File: src/logic/conv_pkg.sv
package conv_pkg;

    // image size is bounded by this, 1024 pixels max
    parameter int ADDR_W = 10;

    typedef logic [ADDR_W-1:0] addr_t;

    typedef logic [7:0] pixel_t;          // greyscale, unsigned
    typedef logic signed [7:0] weight_t;
    typedef logic signed [19:0] result_t; // 9 * 255 * -128 fits

    // slot 0 top left, row-major
    typedef weight_t [8:0] kernel_t;
    typedef pixel_t [8:0] window_t;

    typedef struct packed {
        logic  valid;  // 0 when neighbour is padding
        addr_t addr;
    } tap_t;

    typedef struct packed {
        logic       full;  // new row, fetch all nine
        tap_t [8:0] taps;
    } patch_t;

    typedef struct packed {
        logic [4:0] i;  // row
        logic [4:0] j;  // column
    } pos_t;

endpackage

File: src/logic/window_fetch.sv
`timescale 1ns/1ps

module window_fetch
(
    input  logic              clk,
    input  logic              rst,
    input  conv_pkg::patch_t  patch,
    input  logic              patch_valid,
    input  conv_pkg::pixel_t  rdata,
    output conv_pkg::addr_t   raddr,
    output conv_pkg::window_t window,
    output logic              window_valid
);

    logic active;
    logic full;
    conv_pkg::tap_t [8:0] taps;
    logic [3:0] step;
    logic [3:0] slot;
    logic last;

    // read pipeline, one cycle behind the issue
    logic cap_en;
    logic cap_last;
    logic cap_ok;
    logic [3:0] cap_slot;

    // full load walks 0..8, otherwise only the right column 2, 5, 8
    assign slot = full ? step : 4'(step * 3 + 2);
    assign last = full ? (step == 4'd8) : (step == 4'd2);
    assign raddr = taps[slot].addr;

    always_ff @(posedge clk or negedge rst)
    begin
        if (!rst)
        begin
            active <= 1'b0;
            step <= '0;
            cap_en <= 1'b0;
            cap_last <= 1'b0;
            window_valid <= 1'b0;
        end
        else
        begin
            cap_en <= active;
            cap_last <= active && last;
            window_valid <= cap_last;  // last pixel landed
            if (patch_valid)
            begin
                active <= 1'b1;
                step <= '0;
            end
            else if (active)
            begin
                if (last)
                    active <= 1'b0;
                else
                    step <= step + 4'd1;
            end
        end
    end

    always_ff @(posedge clk)
    begin
        if (patch_valid)
        begin
            full <= patch.full;
            taps <= patch.taps;
            // slide left by one column before the new one arrives
            if (!patch.full)
            begin
                for (int r = 0; r < 3; r++)
                begin
                    window[r*3] <= window[r*3 + 1];
                    window[r*3 + 1] <= window[r*3 + 2];
                end
            end
        end
        cap_slot <= slot;
        cap_ok <= taps[slot].valid;
        if (cap_en)
            window[cap_slot] <= cap_ok ? rdata : '0;  // padding reads zero
    end

endmodule
File: config.mk
export PLATFORM = sky130hd
export DESIGN_NAME = window_fetch
export DESIGN_NICKNAME = d
export VERILOG_FILES = /design/src/logic/conv_pkg.sv /design/src/logic/window_fetch.sv
export SDC_FILE = /design/constraint.sdc
export NUM_CORES = 1
export LEC_CHECK = 0
export BUFFER_PORTS_ARGS = -buffer_cell sky130_fd_sc_hd__buf_2
export CORE_ASPECT_RATIO = 1.4
export CORE_MARGIN = 2
export CORE_UTILIZATION = 52
export DETAILED_ROUTE_END_ITERATION = 7
export GPL_TIMING_DRIVEN = 0
export PLACE_DENSITY = 0.79
export SLEW_MARGIN = 20
export SYNTH_ARGS = -nofsm -noshare
export SYNTH_HDL_FRONTEND = slang
export SYNTH_SLANG_ARGS = --single-unit
File: constraint.sdc
create_clock -name clk -period 3.8 [get_ports clk]
set_input_delay 0.19 -clock clk [delete_from_list [all_inputs] [get_ports clk]]
set_output_delay 0.19 -clock clk [all_outputs]
set_load 0.01 [all_outputs]
Word level (Yosys, flattened, before mapping)
Index checks and enable logic that the tools add are counted.

Bits in registers: 185. Input port bits: 111.

Mux-type cells: 21. Magnitude comparators: 3. $mul: 1. Equality and inequality tests: 3. Reductions and logical operators: 4. $add $sub $neg: 2.

Operator list (count): 2-to-1 mux 16 bit (6); bitwise mux 72 bit (1); 2-to-1 mux 64 bit (1); binary-select mux 11 bit (select 4 bit) (1); demux 8 bit (select 4 bit) (1); 2-to-1 mux 4 bit (4); 2-to-1 mux 8 bit (2); 2-to-1 mux 11 bit (1); less-than comparator 4 x 5 -> 1 bit (second input constant) (2); adder 4 x 1 -> 4 bit (second input constant) (1); adder 4 x 2 -> 4 bit (second input constant) (1); == test 4 x 2 -> 1 bit (second input constant) (1); == test 4 bit (second input constant) (1); greater-or-equal comparator 4 x 1 -> 1 bit (second input constant) (1); multiplier 4 x 2 -> 4 bit (second input constant) (1); 2-to-1 mux 1 bit (4); logical AND 1 bit (2); inequality test 2 bit (second input constant) (1); AND reduction 2 bit (1); nonzero test 2 bit (1).

Longest topological paths before layout
Gate-level depths: netlist of the first run.

Depth after elaboration: 6. Mapped depth: 12.

Worst setup path after synthesis of the first run
Ideal clock, no wire load.

Kind: register to output. From: register step[0]. To: output port raddr[2]. Arrival time: 2.626 ns. Required time: 3.610 ns. Path slack: 0.984 ns. Cell stages (with the launch flop): 12. Cells stage by stage: dfrtp_1 buf_2 buf_2 inv_1 ha_1 inv_1 ha_1 mux2_2 buf_2 mux4_2 and3_1 a211o_1.

Cells in the longest elaborated chain, start to end: 5.

Ends and longest elaborated chain: start: declaration (line window_fetch.sv:18) `logic [3:0] step;`; start signal: assignment (line window_fetch.sv:58) `step <= step + 4'd1;`; multiplier 4 x 2 -> 4 bit (line window_fetch.sv:29) `assign slot = full ? step : 4'(step * 3 + 2);`; adder 4 x 2 -> 4 bit (line window_fetch.sv:29); 2-to-1 mux 4 bit (*) (line window_fetch.sv:29); binary-select mux 11 bit (select 4 bit) (*) (line window_fetch.sv:31) `assign raddr = taps[slot].addr;`; 2-to-1 mux 11 bit (*); end: declaration (line window_fetch.sv:10) `output conv_pkg::addr_t raddr,`.

Every way passes the cells marked *; elsewhere a longest branch is shown, timed or not. The select of a mux whose other input is x is not followed.

Final worst setup path of the first run
From: register step[0]. To: output port raddr[5].

The elaborated chain is that of the path after synthesis.

==> reports/metrics.csv, run 1 <==
stage;metric;value;unit
worst_setup_path;path_cells;clkbuf_4, buf_6, inv_1, ha_1, inv_1, ha_1, mux2_2, buf_2, mux4_2, and3_1, a211o_1, buf_2;
min_path;min_path_type;in -> async;
placement;place.detailed.hpwl;11800;um
worst_setup_path;crit_arrival;3.43;ns
drt;drt_pass1_iterations;5;
worst_setup_path;slowest_stage;dfrtp_1;
layout;area_growth;40.2;%
layout;final_cell_mix;buf_2 (199), edfxtp_1 (124), dlygate4sd3_1 (101);
yosys;syn-num-nets;591;
yosys;seq_area_frac_synth;0.696;
power;power.net_switching;0.00244;W
drt;vias;5320;
sta;finalSetupViolations;0;
layout;drive_gt1_frac;0.330;
power;combPwrFrac;0.335;
layout;layout.nets;905;
yosys;synth_top_area_share;0.520;
sta;period_needed;3.62;ns
clocking;clk_pin_slew;0.08;ns
sta;fin_crit_sh;0.952;
global_route;gr-total-overflow;0;
clocking;cts_sinks;185;
drt;wl_met2;10500;um
sta;hold_viol_final;0;
sta;drv_slew;0;
yosys;yosys_warnings;0;
placement;portBuffers;193;
drt;m1WireLength;7090;um
worst_setup_path;rr_worst_depth;11;
clocking;cts_buffers;17;
layout;antenna_cells;0;
drt;postRouteAntennaNets;0;
layout;fin_util;0.749;
sta;rsz0062_at_grt;false;
global_route;grt_start_max_net_pins;69;
global_route;grt_antenna_before_repair;0;
yosys;syn-cell-area;7160;sq um
layout;multi_input_area;2020;sq um
yosys;avgSynthCellArea;15.0;sq um
placement;place_ws;0.446;ns
yosys;synthCells;476;
sta;slew_headroom;0.482;
yosys;synth_seq_cells;185;
drt;wl_met3;1540;um
floorplanning;start_util;0.535;
sta;setup_tns;0;ns
floorplanning;num_io_pins;194;
worst_setup_path;r2r_slack;0.93;ns
power;p_leak;4.37;nW
layout;nFillCells;838;
flow_run;maxCapViolations;0;
sta;max_clock_freq;277;MHz
run_status;status;complete, no violations;
clocking;cts.path.max_buffers;2;
floorplanning;core_area;13400;sq um
power;power.density;716;nW/um^2
drt;drt_first_iter_violations;271;
yosys;synth.area.top_cells;edfxtp_1 (52%), dfxtp_1 (15%), mux4_2 (6.9%);
power;power.internal;0.00475;W
clocking;cts_tree;done;
worst_setup_path;path_max_fanout;10;
power;pwr-share-clk;0.261;
clocking;htreeDepth;4;
drt;post_drt_via_cell_ratio;5.40;
floorplanning;die_area;14700;sq um
power;seqPwrFrac;0.404;
sta;clock-skew-final;0.0134;ns
yosys;ys_types;32;
drt;drc;0;
drt;routed.top_layer;met4;
clocking;cts_setup_buffers;0;
worst_setup_path;crit_path_end_kind;primary output;
worst_setup_path;worstSetupStartpointType;flop;
power;peakVddDrop;400;uV
power;sw_frac_of_total;0.340;
layout;final_common_cell;buf_2;
global_route;grt_pass1_wl;29200;um
floorplanning;die_h;143;um
worst_setup_path;crit_type;reg -> out;
sta;setup_ws;0.184;ns
worst_setup_path;slowest_delay;0.38;ns
worst_setup_path;crit_required;3.61;ns
drt;drt-total-wl;19400;um
yosys;yosysTopAreaCell;edfxtp_1;
drt;drt-wirelength-per-cell;19.7;um
global_route;grt_pass1_vias;5483;
worst_setup_path;reg2reg_from;step[0];
floorplanning;rows;50;
clocking;clock_latency;0.42;ns
global_route;grt_use_total;0.269;
floorplanning;die_x;103;um
layout;regArea;4980;sq um
clocking;root_buffer;clkbuf_16;
sta;tightest_slew;0.777;ns
worst_setup_path;r2r-end;cap_ok;
placement;gp_congestion;0.844;
repair_timing:
action / in CTS / in global routing
resized for setup: 1 / 2
hold buffers: 101 / 0
endpoints found under the hold margin: 108 / 0
endpoints found under the setup margin: 4 / 8
area by class of cell:
class / instances / area share
Sequential cell: 185 / 0.497
Multi-Input combinational cell: 253 / 0.201
Timing Repair Buffer: 295 / 0.200
Clock buffer: 17 / 0.0424
Tap cell: 182 / 0.0227
Clock inverter: 15 / 0.0200
Buffer: 31 / 0.0143
Inverter: 7 / 0.00262
synth_stat cells, drive strengths merged:
cell and count:
nand3b 2, mux2i 48, edfxtp 124, mux2 2
and3b 1, xnor3 1, nand3 3, clkbuf 20
xnor2 1, a21oi 27, a221o 1, or3 1
and3 21, inv 7, xor2 1, nand2 28
o21ai 26, dfrtp 8, dfxtp 53, or3b 1
ha 4, nand2b 4, and2 9, nor3b 3
a211o 10, buf 11, mux4 22, nor2 36
nor4 1
metal layers:
layer / vias to the layer above / track usage
li1: 2408 / -
met1: 2585 / 0.316
met2: 294 / 0.482
met3: 33 / 0.0700
met4: 0 / 0.0727
met5: - / 0
worst max-delay path: cells and delay by family, from the launching register on:
kind,cells,cell delay (ns)
AND/OR/NAND/NOR,1,0.22
AO/OA/AOI/OAI,1,0.30
adder cells (fa/ha/maj),2,0.41
multiplexers,2,0.68
buffers and inverters,6,1.02
flip-flops,1,0.38
per-stage QoR:
step                      std cells  hold WS [ns]  cell area (sq um)  total power, W
after floorplan                 476        -0.106               7160         0.00429
after global placement          851        0.0405               8350         0.00511
after detailed placement        852        0.0402               8380         0.00520
after CTS                       985         0.123              10000         0.00713
after global routing            985         0.158              10000         0.00754
final                           985         0.123              10000         0.00719
how the worst max path moves through the flow:
stage | endpoint | start | depth (start not counted) | slack [ns]
2_1_floorplan | raddr[2] | step[0] | 11 | 0.98
3_3_place_gp | raddr[2] | step[0] | 12 | 0.44
3_5_place_dp | raddr[2] | step[0] | 12 | 0.45
4_1_cts | raddr[5] | step[0] | 12 | 0.1
5_1_grt | raddr[3] | step[0] | 12 | 0.06
6_report | raddr[5] | step[0] | 12 | 0.18
cells by family (layout without fill, tap and decap cells):
group | Yosys count | count (layout) | share of synthesized area
fa+ha+maj | 4 | 4 | 0.00699
simple gates | 110 | 110 | 0.0773
flops | 185 | 185 | 0.696
mux | 72 | 72 | 0.139
compound gates | 64 | 64 | 0.0507
xor+xnor | 3 | 3 | 0.00664
buf+inv | 38 | 365 | 0.0225
registers in the layout (all words and copies together) (netlist names):
register,count
cap_en,1
cap_slot,4
cap_last,1
step,4
cap_ok,1
active,1
window_valid,1
window,72
taps,99
full,1
power groups by stage:
| stage | sequential (W) | clock (W) | combinational [W] |
|---|---|---|---|
| floorplan | 0.00303 | 0 | 0.00127 |
| global placement | 0.00290 | 0 | 0.00220 |
| detailed placement | 0.00293 | 0 | 0.00226 |
| CTS | 0.00289 | 0.00187 | 0.00237 |
| global route | 0.00295 | 0.00197 | 0.00262 |
| finish | 0.00290 | 0.00188 | 0.00241 |
(Power assumes the default switching activity.)
==> inputs of run 2 (changes only) <==
--- a/config.mk
+++ b/config.mk
@@ -8,10 +8,10 @@
 export BUFFER_PORTS_ARGS = -buffer_cell sky130_fd_sc_hd__buf_2
 export CORE_ASPECT_RATIO = 1.4
 export CORE_MARGIN = 2
-export CORE_UTILIZATION = 52
+export CORE_UTILIZATION = 30
+export CTS_BUF_LIST = sky130_fd_sc_hd__clkbuf_16
 export DETAILED_ROUTE_END_ITERATION = 7
 export GPL_TIMING_DRIVEN = 0
-export PLACE_DENSITY = 0.79
 export SLEW_MARGIN = 20
 export SYNTH_ARGS = -nofsm -noshare
 export SYNTH_HDL_FRONTEND = slang
==> run 2 against run 1 <==
Compared with the run above:
- first-iteration DRC count fell by 36%
- critical path depth unchanged
- global-route usage decreased by 12 points
- die area increased by 71%
- sequential power barely moved
- setup slack improved by 0.095 ns
- hold slack worse by 0.056 ns
- cell count up 12%
- highest routed layer unchanged
- final area rose by 0.96%
- clock power fell by 11%
- total power fell by 3.1%
- sequential share of layout area shrank 0.47 points
==> reports/metrics.csv, run 2 (synthesis gave the netlist of run 1 again) <==
stage;metric;value;unit
clocking;clk_pin_slew;0.07;ns
sta;period_needed;3.52;ns
floorplanning;die_h;187;um
sta;setup_tns;0;ns
clocking;cts_tree;done;
global_route;grt_pass1_wl;29200;um
run_status;status;complete, no violations;
clocking;cts_buffers;17;
global_route;grt_antenna_before_repair;0;
worst_setup_path;crit_path_end_kind;primary output;
floorplanning;die_x;135;um
worst_setup_path;path_cells;buf_4, buf_6, inv_1, ha_1, inv_1, ha_1, mux2_2, buf_2, mux4_2, and3_1, a211o_1, buf_2;
power;peakVddDrop;345;uV
sta;hold_viol_final;0;
power;p_leak;4.34;nW
min_path;hold_start;patch_valid;
worst_setup_path;crit_type;reg -> out;
flow_run;maxCapViolations;0;
layout;final_cell_mix;buf_2 (199), edfxtp_1 (124), dlygate4sd3_1 (101);
floorplanning;start_util;0.306;
worst_setup_path;path_max_fanout;10;
worst_setup_path;crit_arrival;3.33;ns
layout;top_regs;taps x99, window x72;
layout;regMostFlops;taps;
global_route;grt_use_total;0.153;
placement;gp_congestion;0.755;
layout;area_growth;41.5;%
drt;drt-wirelength-per-cell;16.8;um
clocking;htreeDepth;4;
sta;max_clock_freq;284;MHz
layout;largest_reg_flops;99;
sta;rsz0062_at_grt;false;
worst_setup_path;slowest_delay;0.39;ns
worst_setup_path;startpoint;step[0];
layout;stdcell_count;1108;
worst_setup_path;r2r_slack;0.96;ns
clocking;cts_sinks;185;
drt;drc;0;
global_route;grt_start_max_net_pins;88;
worst_setup_path;worstSetupStartpointType;flop;
drt;postRouteAntennaNets;0;
placement;place.detailed.hpwl;12700;um
global_route;grt_pass1_vias;5279;
sta;slew_headroom;0.436;
floorplanning;num_io_pins;194;
drt;vias;4982;
layout;antenna_cells;0;
drt;drt_first_iter_violations;174;
sta;tightest_slew;0.847;ns
sta;drv_slew;0;
power;power.density;687;nW/um^2
clocking;clock_latency;0.43;ns
drt;post_drt_via_cell_ratio;4.50;
placement;portBuffers;193;
clocking;root_buffer;clkbuf_16;
floorplanning;core_area;23400;sq um
drt;drt_pass1_iterations;4;
sta;clock-skew-final;0.0101;ns
placement;dpl.cell_count;976;
worst_setup_path;crit_required;3.61;ns
floorplanning;rows;66;
worst_setup_path;slowest_stage;dfrtp_1;
layout;final_common_cell;buf_2;
min_path;min_path_type;in -> reg;
layout;layout.nets;905;
global_route;gr-total-overflow;0;
sta;fin_crit_sh;0.927;
clocking;cts_setup_buffers;0;
sta;finalSetupViolations;0;
floorplanning;die_area;25100;sq um
drt;drt-total-wl;18600;um
layout;drive_gt1_frac;0.328;
clocking;cts.path.max_buffers;2;
worst_setup_path;reg2reg_from;step[0];
## run 2: cell count changes in the layout (fill, tap and decap cells not counted)
| cell | previous run | this run |
|---|---|---|
| clkinv_1 | 0 | 1 |
| inv_8 | 5 | 4 |
| inv_6 | 4 | 2 |
| clkbuf_4 | 1 | 0 |
| buf_6 | 2 | 3 |
| bufinv_16 | 2 | 0 |
| clkinvlp_2 | 0 | 1 |
| clkinv_4 | 1 | 3 |
## run 2: report_power, final
| part | internal [W] | total, W | switching (W) |
|---|---|---|---|
| Combinational | 0.00109 | 0.00239 | 0.00129 |
| Clock | 0.000865 | 0.00168 | 0.000819 |
| Sequential | 0.00263 | 0.00289 | 0.000257 |
| Total | 0.00459 | 0.00696 | 0.00237 |
## run 2: stage by stage
| stage | hold slack [ns] | utilization | instance area, sq um | worst slack, ns | total power [W] |
|---|---|---|---|---|---|
| 2_1_floorplan | -0.106 | - | 7160 | 0.984 | 0.00429 |
| 3_3_place_gp | 0.0508 | 0.364 | 8510 | 0.311 | 0.00523 |
| 3_5_place_dp | 0.0531 | 0.366 | 8550 | 0.340 | 0.00527 |
| 4_1_cts | 0.0390 | 0.433 | 10100 | 0.0681 | 0.00706 |
| 5_1_grt | 0.0487 | 0.433 | 10100 | 0.0236 | 0.00742 |
| 6_report | 0.0675 | 0.433 | 10100 | 0.279 | 0.00696 |
## run 2: layout make-up
cell class,instances,area (sq um)
fillers,2118,13200
clock buffers,17,425
inverters,7,26.3
well taps,306,383
multi-input cells,253,2020
plain buffers,31,144
repair buffers,295,2010
clock inverters,14,138
flip-flops and latches,185,4980
## run 2: routing by layer
layer | GRT usage | part of all wire | vias up
li1 | - | - | 2405
met1 | 0.173 | 0.40 | 2374
met2 | 0.271 | 0.52 | 187
met3 | 0.0443 | 0.062 | 16
met4 | 0.0543 | 0.019 | 0
met5 | 0 | 0 | -
## run 2: worst paths after layout
kind                           endpoint  depth (start not counted)
setup / recovery               raddr[3]                         12
hold / removal                  step[2]                          2
setup reg to reg                 cap_ok                         11
hold reg to reg            window_valid                          0
max in group asynchronous      cap_last                          2
min in group asynchronous       step[1]                          2
## run 2: timing repair
action,4_1_cts,5_1_grt
gates resized for setup,2,2
setup endpoints to repair,10,7
hold endpoints to repair,108,0
hold buffers,101,0
## run 2: critical path, delay by kind of cell (launching register included)
| family | cells | cell delay (ns) |
|---|---|---|
| buffers and inverters | 6 | 0.97 |
| AO/OA/AOI/OAI | 1 | 0.28 |
| flip-flops | 1 | 0.39 |
| AND/OR/NAND/NOR | 1 | 0.23 |
| multiplexers | 2 | 0.64 |
| adder cells (fa/ha/maj) | 2 | 0.39 |
==> inputs of run 3 (changes only) <==
--- a/config.mk
+++ b/config.mk
@@ -5,6 +5,7 @@
 export SDC_FILE = /design/constraint.sdc
 export NUM_CORES = 1
 export LEC_CHECK = 0
+export ABC_AREA = 1
 export BUFFER_PORTS_ARGS = -buffer_cell sky130_fd_sc_hd__buf_2
 export CORE_ASPECT_RATIO = 1.4
 export CORE_MARGIN = 2
==> run 3 against run 2 <==
Compared with the run above:
- wire length increased by 24%
- sequential share of layout area decreased by 3.5 points
- critical path depth increased by 2
- setup slack improved by 0.29 ns
- global-route usage increased by 1.6 points
- critical path type unchanged
- sequential power about the same
- synthesized cell count increased by 76%
- sequential cell count unchanged
- cell count increased by 34%
- highest routed layer unchanged
==> reports/metrics.csv, run 3 <==
stage;metric;value;unit
sta;rsz0062_at_grt;false;
sta;tightest_slew;1.03;ns
clocking;htreeDepth;4;
clocking;cts_sinks;185;
yosys;synthCells;837;
yosys;synth_most_common_cell;nand2_1;
placement;gp_congestion;0.833;
floorplanning;num_io_pins;194;
yosys;synth_seq_cells;185;
drt;postRouteAntennaNets;0;
sta;period_needed;3.23;ns
yosys;synth_edf_count;124;
clocking;clock_latency;0.44;ns
clocking;cts.path.max_buffers;2;
drt;vias;6564;
sta;max_clock_freq;309;MHz
yosys;synth_compound_area_frac;0.0692;
yosys;synth_xor_area_frac;0.00111;
clocking;cts_setup_buffers;0;
yosys;synth_mux_area_frac;0;
sta;clock-skew-final;0.0219;ns
sta;hold_slack;0.0836;ns
yosys;seq_area_frac_synth;0.633;
worst_setup_path;crit_type;reg -> out;
floorplanning;die_area;27600;sq um
yosys;synth_simple_gate_area_frac;0.214;
global_route;grt_start_max_net_pins;87;
yosys;yosys_warnings;0;
placement;place.detailed.hpwl;16200;um
yosys;avgSynthCellArea;9.40;sq um
clocking;cts_tree;done;
layout;fin_util;0.420;
global_route;grt_antenna_before_repair;0;
yosys;yosysTopAreaCell;edfxtp_1;
run_status;status;complete, no violations;
layout;final_common_cell;nand2_1;
yosys;synth_common_cells;nand2_1 (341), edfxtp_1 (124), inv_1 (82);
floorplanning;start_util;0.304;
drt;drt_pass1_iterations;5;
worst_setup_path;crit_required;3.61;ns
floorplanning;rows;70;
yosys;synth_flop_cell;edfxtp_1;
power;power.density;662;nW/um^2
floorplanning;die_h;196;um
yosys;syn-num-nets;952;
clocking;clk_pin_slew;0.07;ns
layout;regMostFlops;taps;
power;p_leak;5.16;nW
sta;slew_headroom;0.307;
worst_setup_path;path_max_fanout;10;
layout;nFillCells;2520;
floorplanning;core_area;25900;sq um
yosys;ys_types;28;
min_path;min_path_type;in -> reg;
yosys;syn-cell-area;7870;sq um
layout;antenna_cells;0;
layout;multi_input_area;2300;sq um
sta;hold_viol_final;0;
layout;regArea;4980;sq um
placement;portBuffers;193;
layout;layout.nets;1268;
power;power.total;0.00721;W
worst_setup_path;crit_arrival;3.04;ns
sta;drv_slew;0;
yosys;synth_top_area_share;0.473;
global_route;grt_pass1_wl;35400;um
drt;post_drt_via_cell_ratio;4.41;
sta;setup_tns;0;ns
clocking;root_buffer;clkbuf_16;
worst_setup_path;path_cells;buf_2, inv_2, buf_4, buf_6, ha_1, inv_1, ha_1, o21ai_2, nand3_2, buf_6, nor2_2, nand3_1, nand2_1, buf_2;
worst_setup_path;crit_path_end_kind;primary output;
global_route;grt_pass1_vias;6652;
layout;final_cell_mix;nand2_1 (341), buf_2 (207), edfxtp_1 (124);
layout;area_growth;38.4;%
sta;fin_crit_sh;0.851;
layout;top_regs;taps x99, window x72;
placement;place_ws;1.02;ns
drt;drc;0;
global_route;grt_use_total;0.169;
flow_run;maxCapViolations;0;
yosys;synth_top_family_by_area;simple AND/OR/NAND/NOR gates;
worst_setup_path;worstSetupStartpointType;flop;
yosys;synth.area.top_cells;edfxtp_1 (47%), nand2_1 (16%), dfxtp_1 (13%);
sta;finalSetupViolations;0;
sta;setup_ws;0.566;ns
drt;drt-total-wl;23100;um
floorplanning;die_x;141;um
layout;largest_reg_flops;99;
yosys;synth_adder_area_share;0.00636;
yosys;async_flop_share;0.0432;
worst_setup_path;slowest_stage;dfrtp_1;
global_route;gr-total-overflow;0;
power;peakVddDrop;332;uV
worst_setup_path;slowest_delay;0.40;ns
clocking;cts_buffers;17;
drt;drt-wirelength-per-cell;15.5;um
drt;drt_first_iter_violations;325;
layout;drive_gt1_frac;0.250;
==> run 3: changes by cell type after synthesis, sizes merged, moves of 9 or more <==
cell / change
a211o: -10
and2: -9
and3: -21
buf: +18
clkbuf: -11
inv: +78
mux2i: -48
mux4: -22
nand2: +323
nand3: +18
o21ai: +53
==> run 3: kinds of logic (layout without fill, tap and decap cells) <==
logic type / after synthesis / after routing
simple gates: 419 / 419
xor+xnor: 1 / 1
flops: 185 / 185
fa+ha+maj: 4 / 4
buf+inv: 123 / 452
compound gates: 105 / 105
==> run 3: layout make-up <==
class	count	area share
Timing Repair Buffer	297	0.186
Clock inverter	15	0.0145
Buffer	38	0.0255
Tap cell	324	0.0372
Multi-Input combinational cell	529	0.211
Sequential cell	185	0.458
Inverter	85	0.0293
Clock buffer	17	0.0391
==> run 3: report_power, final <==
part | internal, W | switching [W]
registers | 0.00261 | 0.000260
clock network | 0.000934 | 0.000848
logic | 0.000958 | 0.00161
==> run 3: layer usage <==
| layer | GRT usage | wire [um] |
|---|---|---|
| met5 | 0 | 0 |
| met1 | 0.187 | 9070 |
| met2 | 0.306 | 12000 |
| met4 | 0.0852 | 855 |
| met3 | 0.0338 | 1200 |
==> run 3: timing repair <==
| item | 4_1_cts | 5_1_grt |
|---|---|---|
| hold buffers | 101 | 0 |
| hold endpoints to repair | 108 | 0 |
| gates resized for setup | 0 | 0 |
==> run 3: final timing paths <==
kind	from	cells after the start	slack, ns	endpoint
max	step[0]	14	0.57	raddr[5]
min	patch_valid	1	0.08	taps[81]
max reg2reg	step[0]	14	1.37	cap_ok
min reg2reg	cap_last	0	0.35	window_valid
max in group asynchronous	rst	2	3.45	step[3]
min in group asynchronous	rst	2	0.18	step[0]
==> run 3: critical path: cells and delay by family (launching register included) <==
kind	cells	cell delay (ns)
fa+ha+maj	2	0.43
flops	1	0.40
simple gates	4	0.48
compound gates	1	0.27
buf+inv	7	1.03
==> run 3: through the flow <==
step	std cells	cell area [sq um]
final	1490	10900
after global routing	1490	10900
after CTS	1490	10900
after detailed placement	1357	9300
after global placement	1354	9240
after floorplan	837	7870
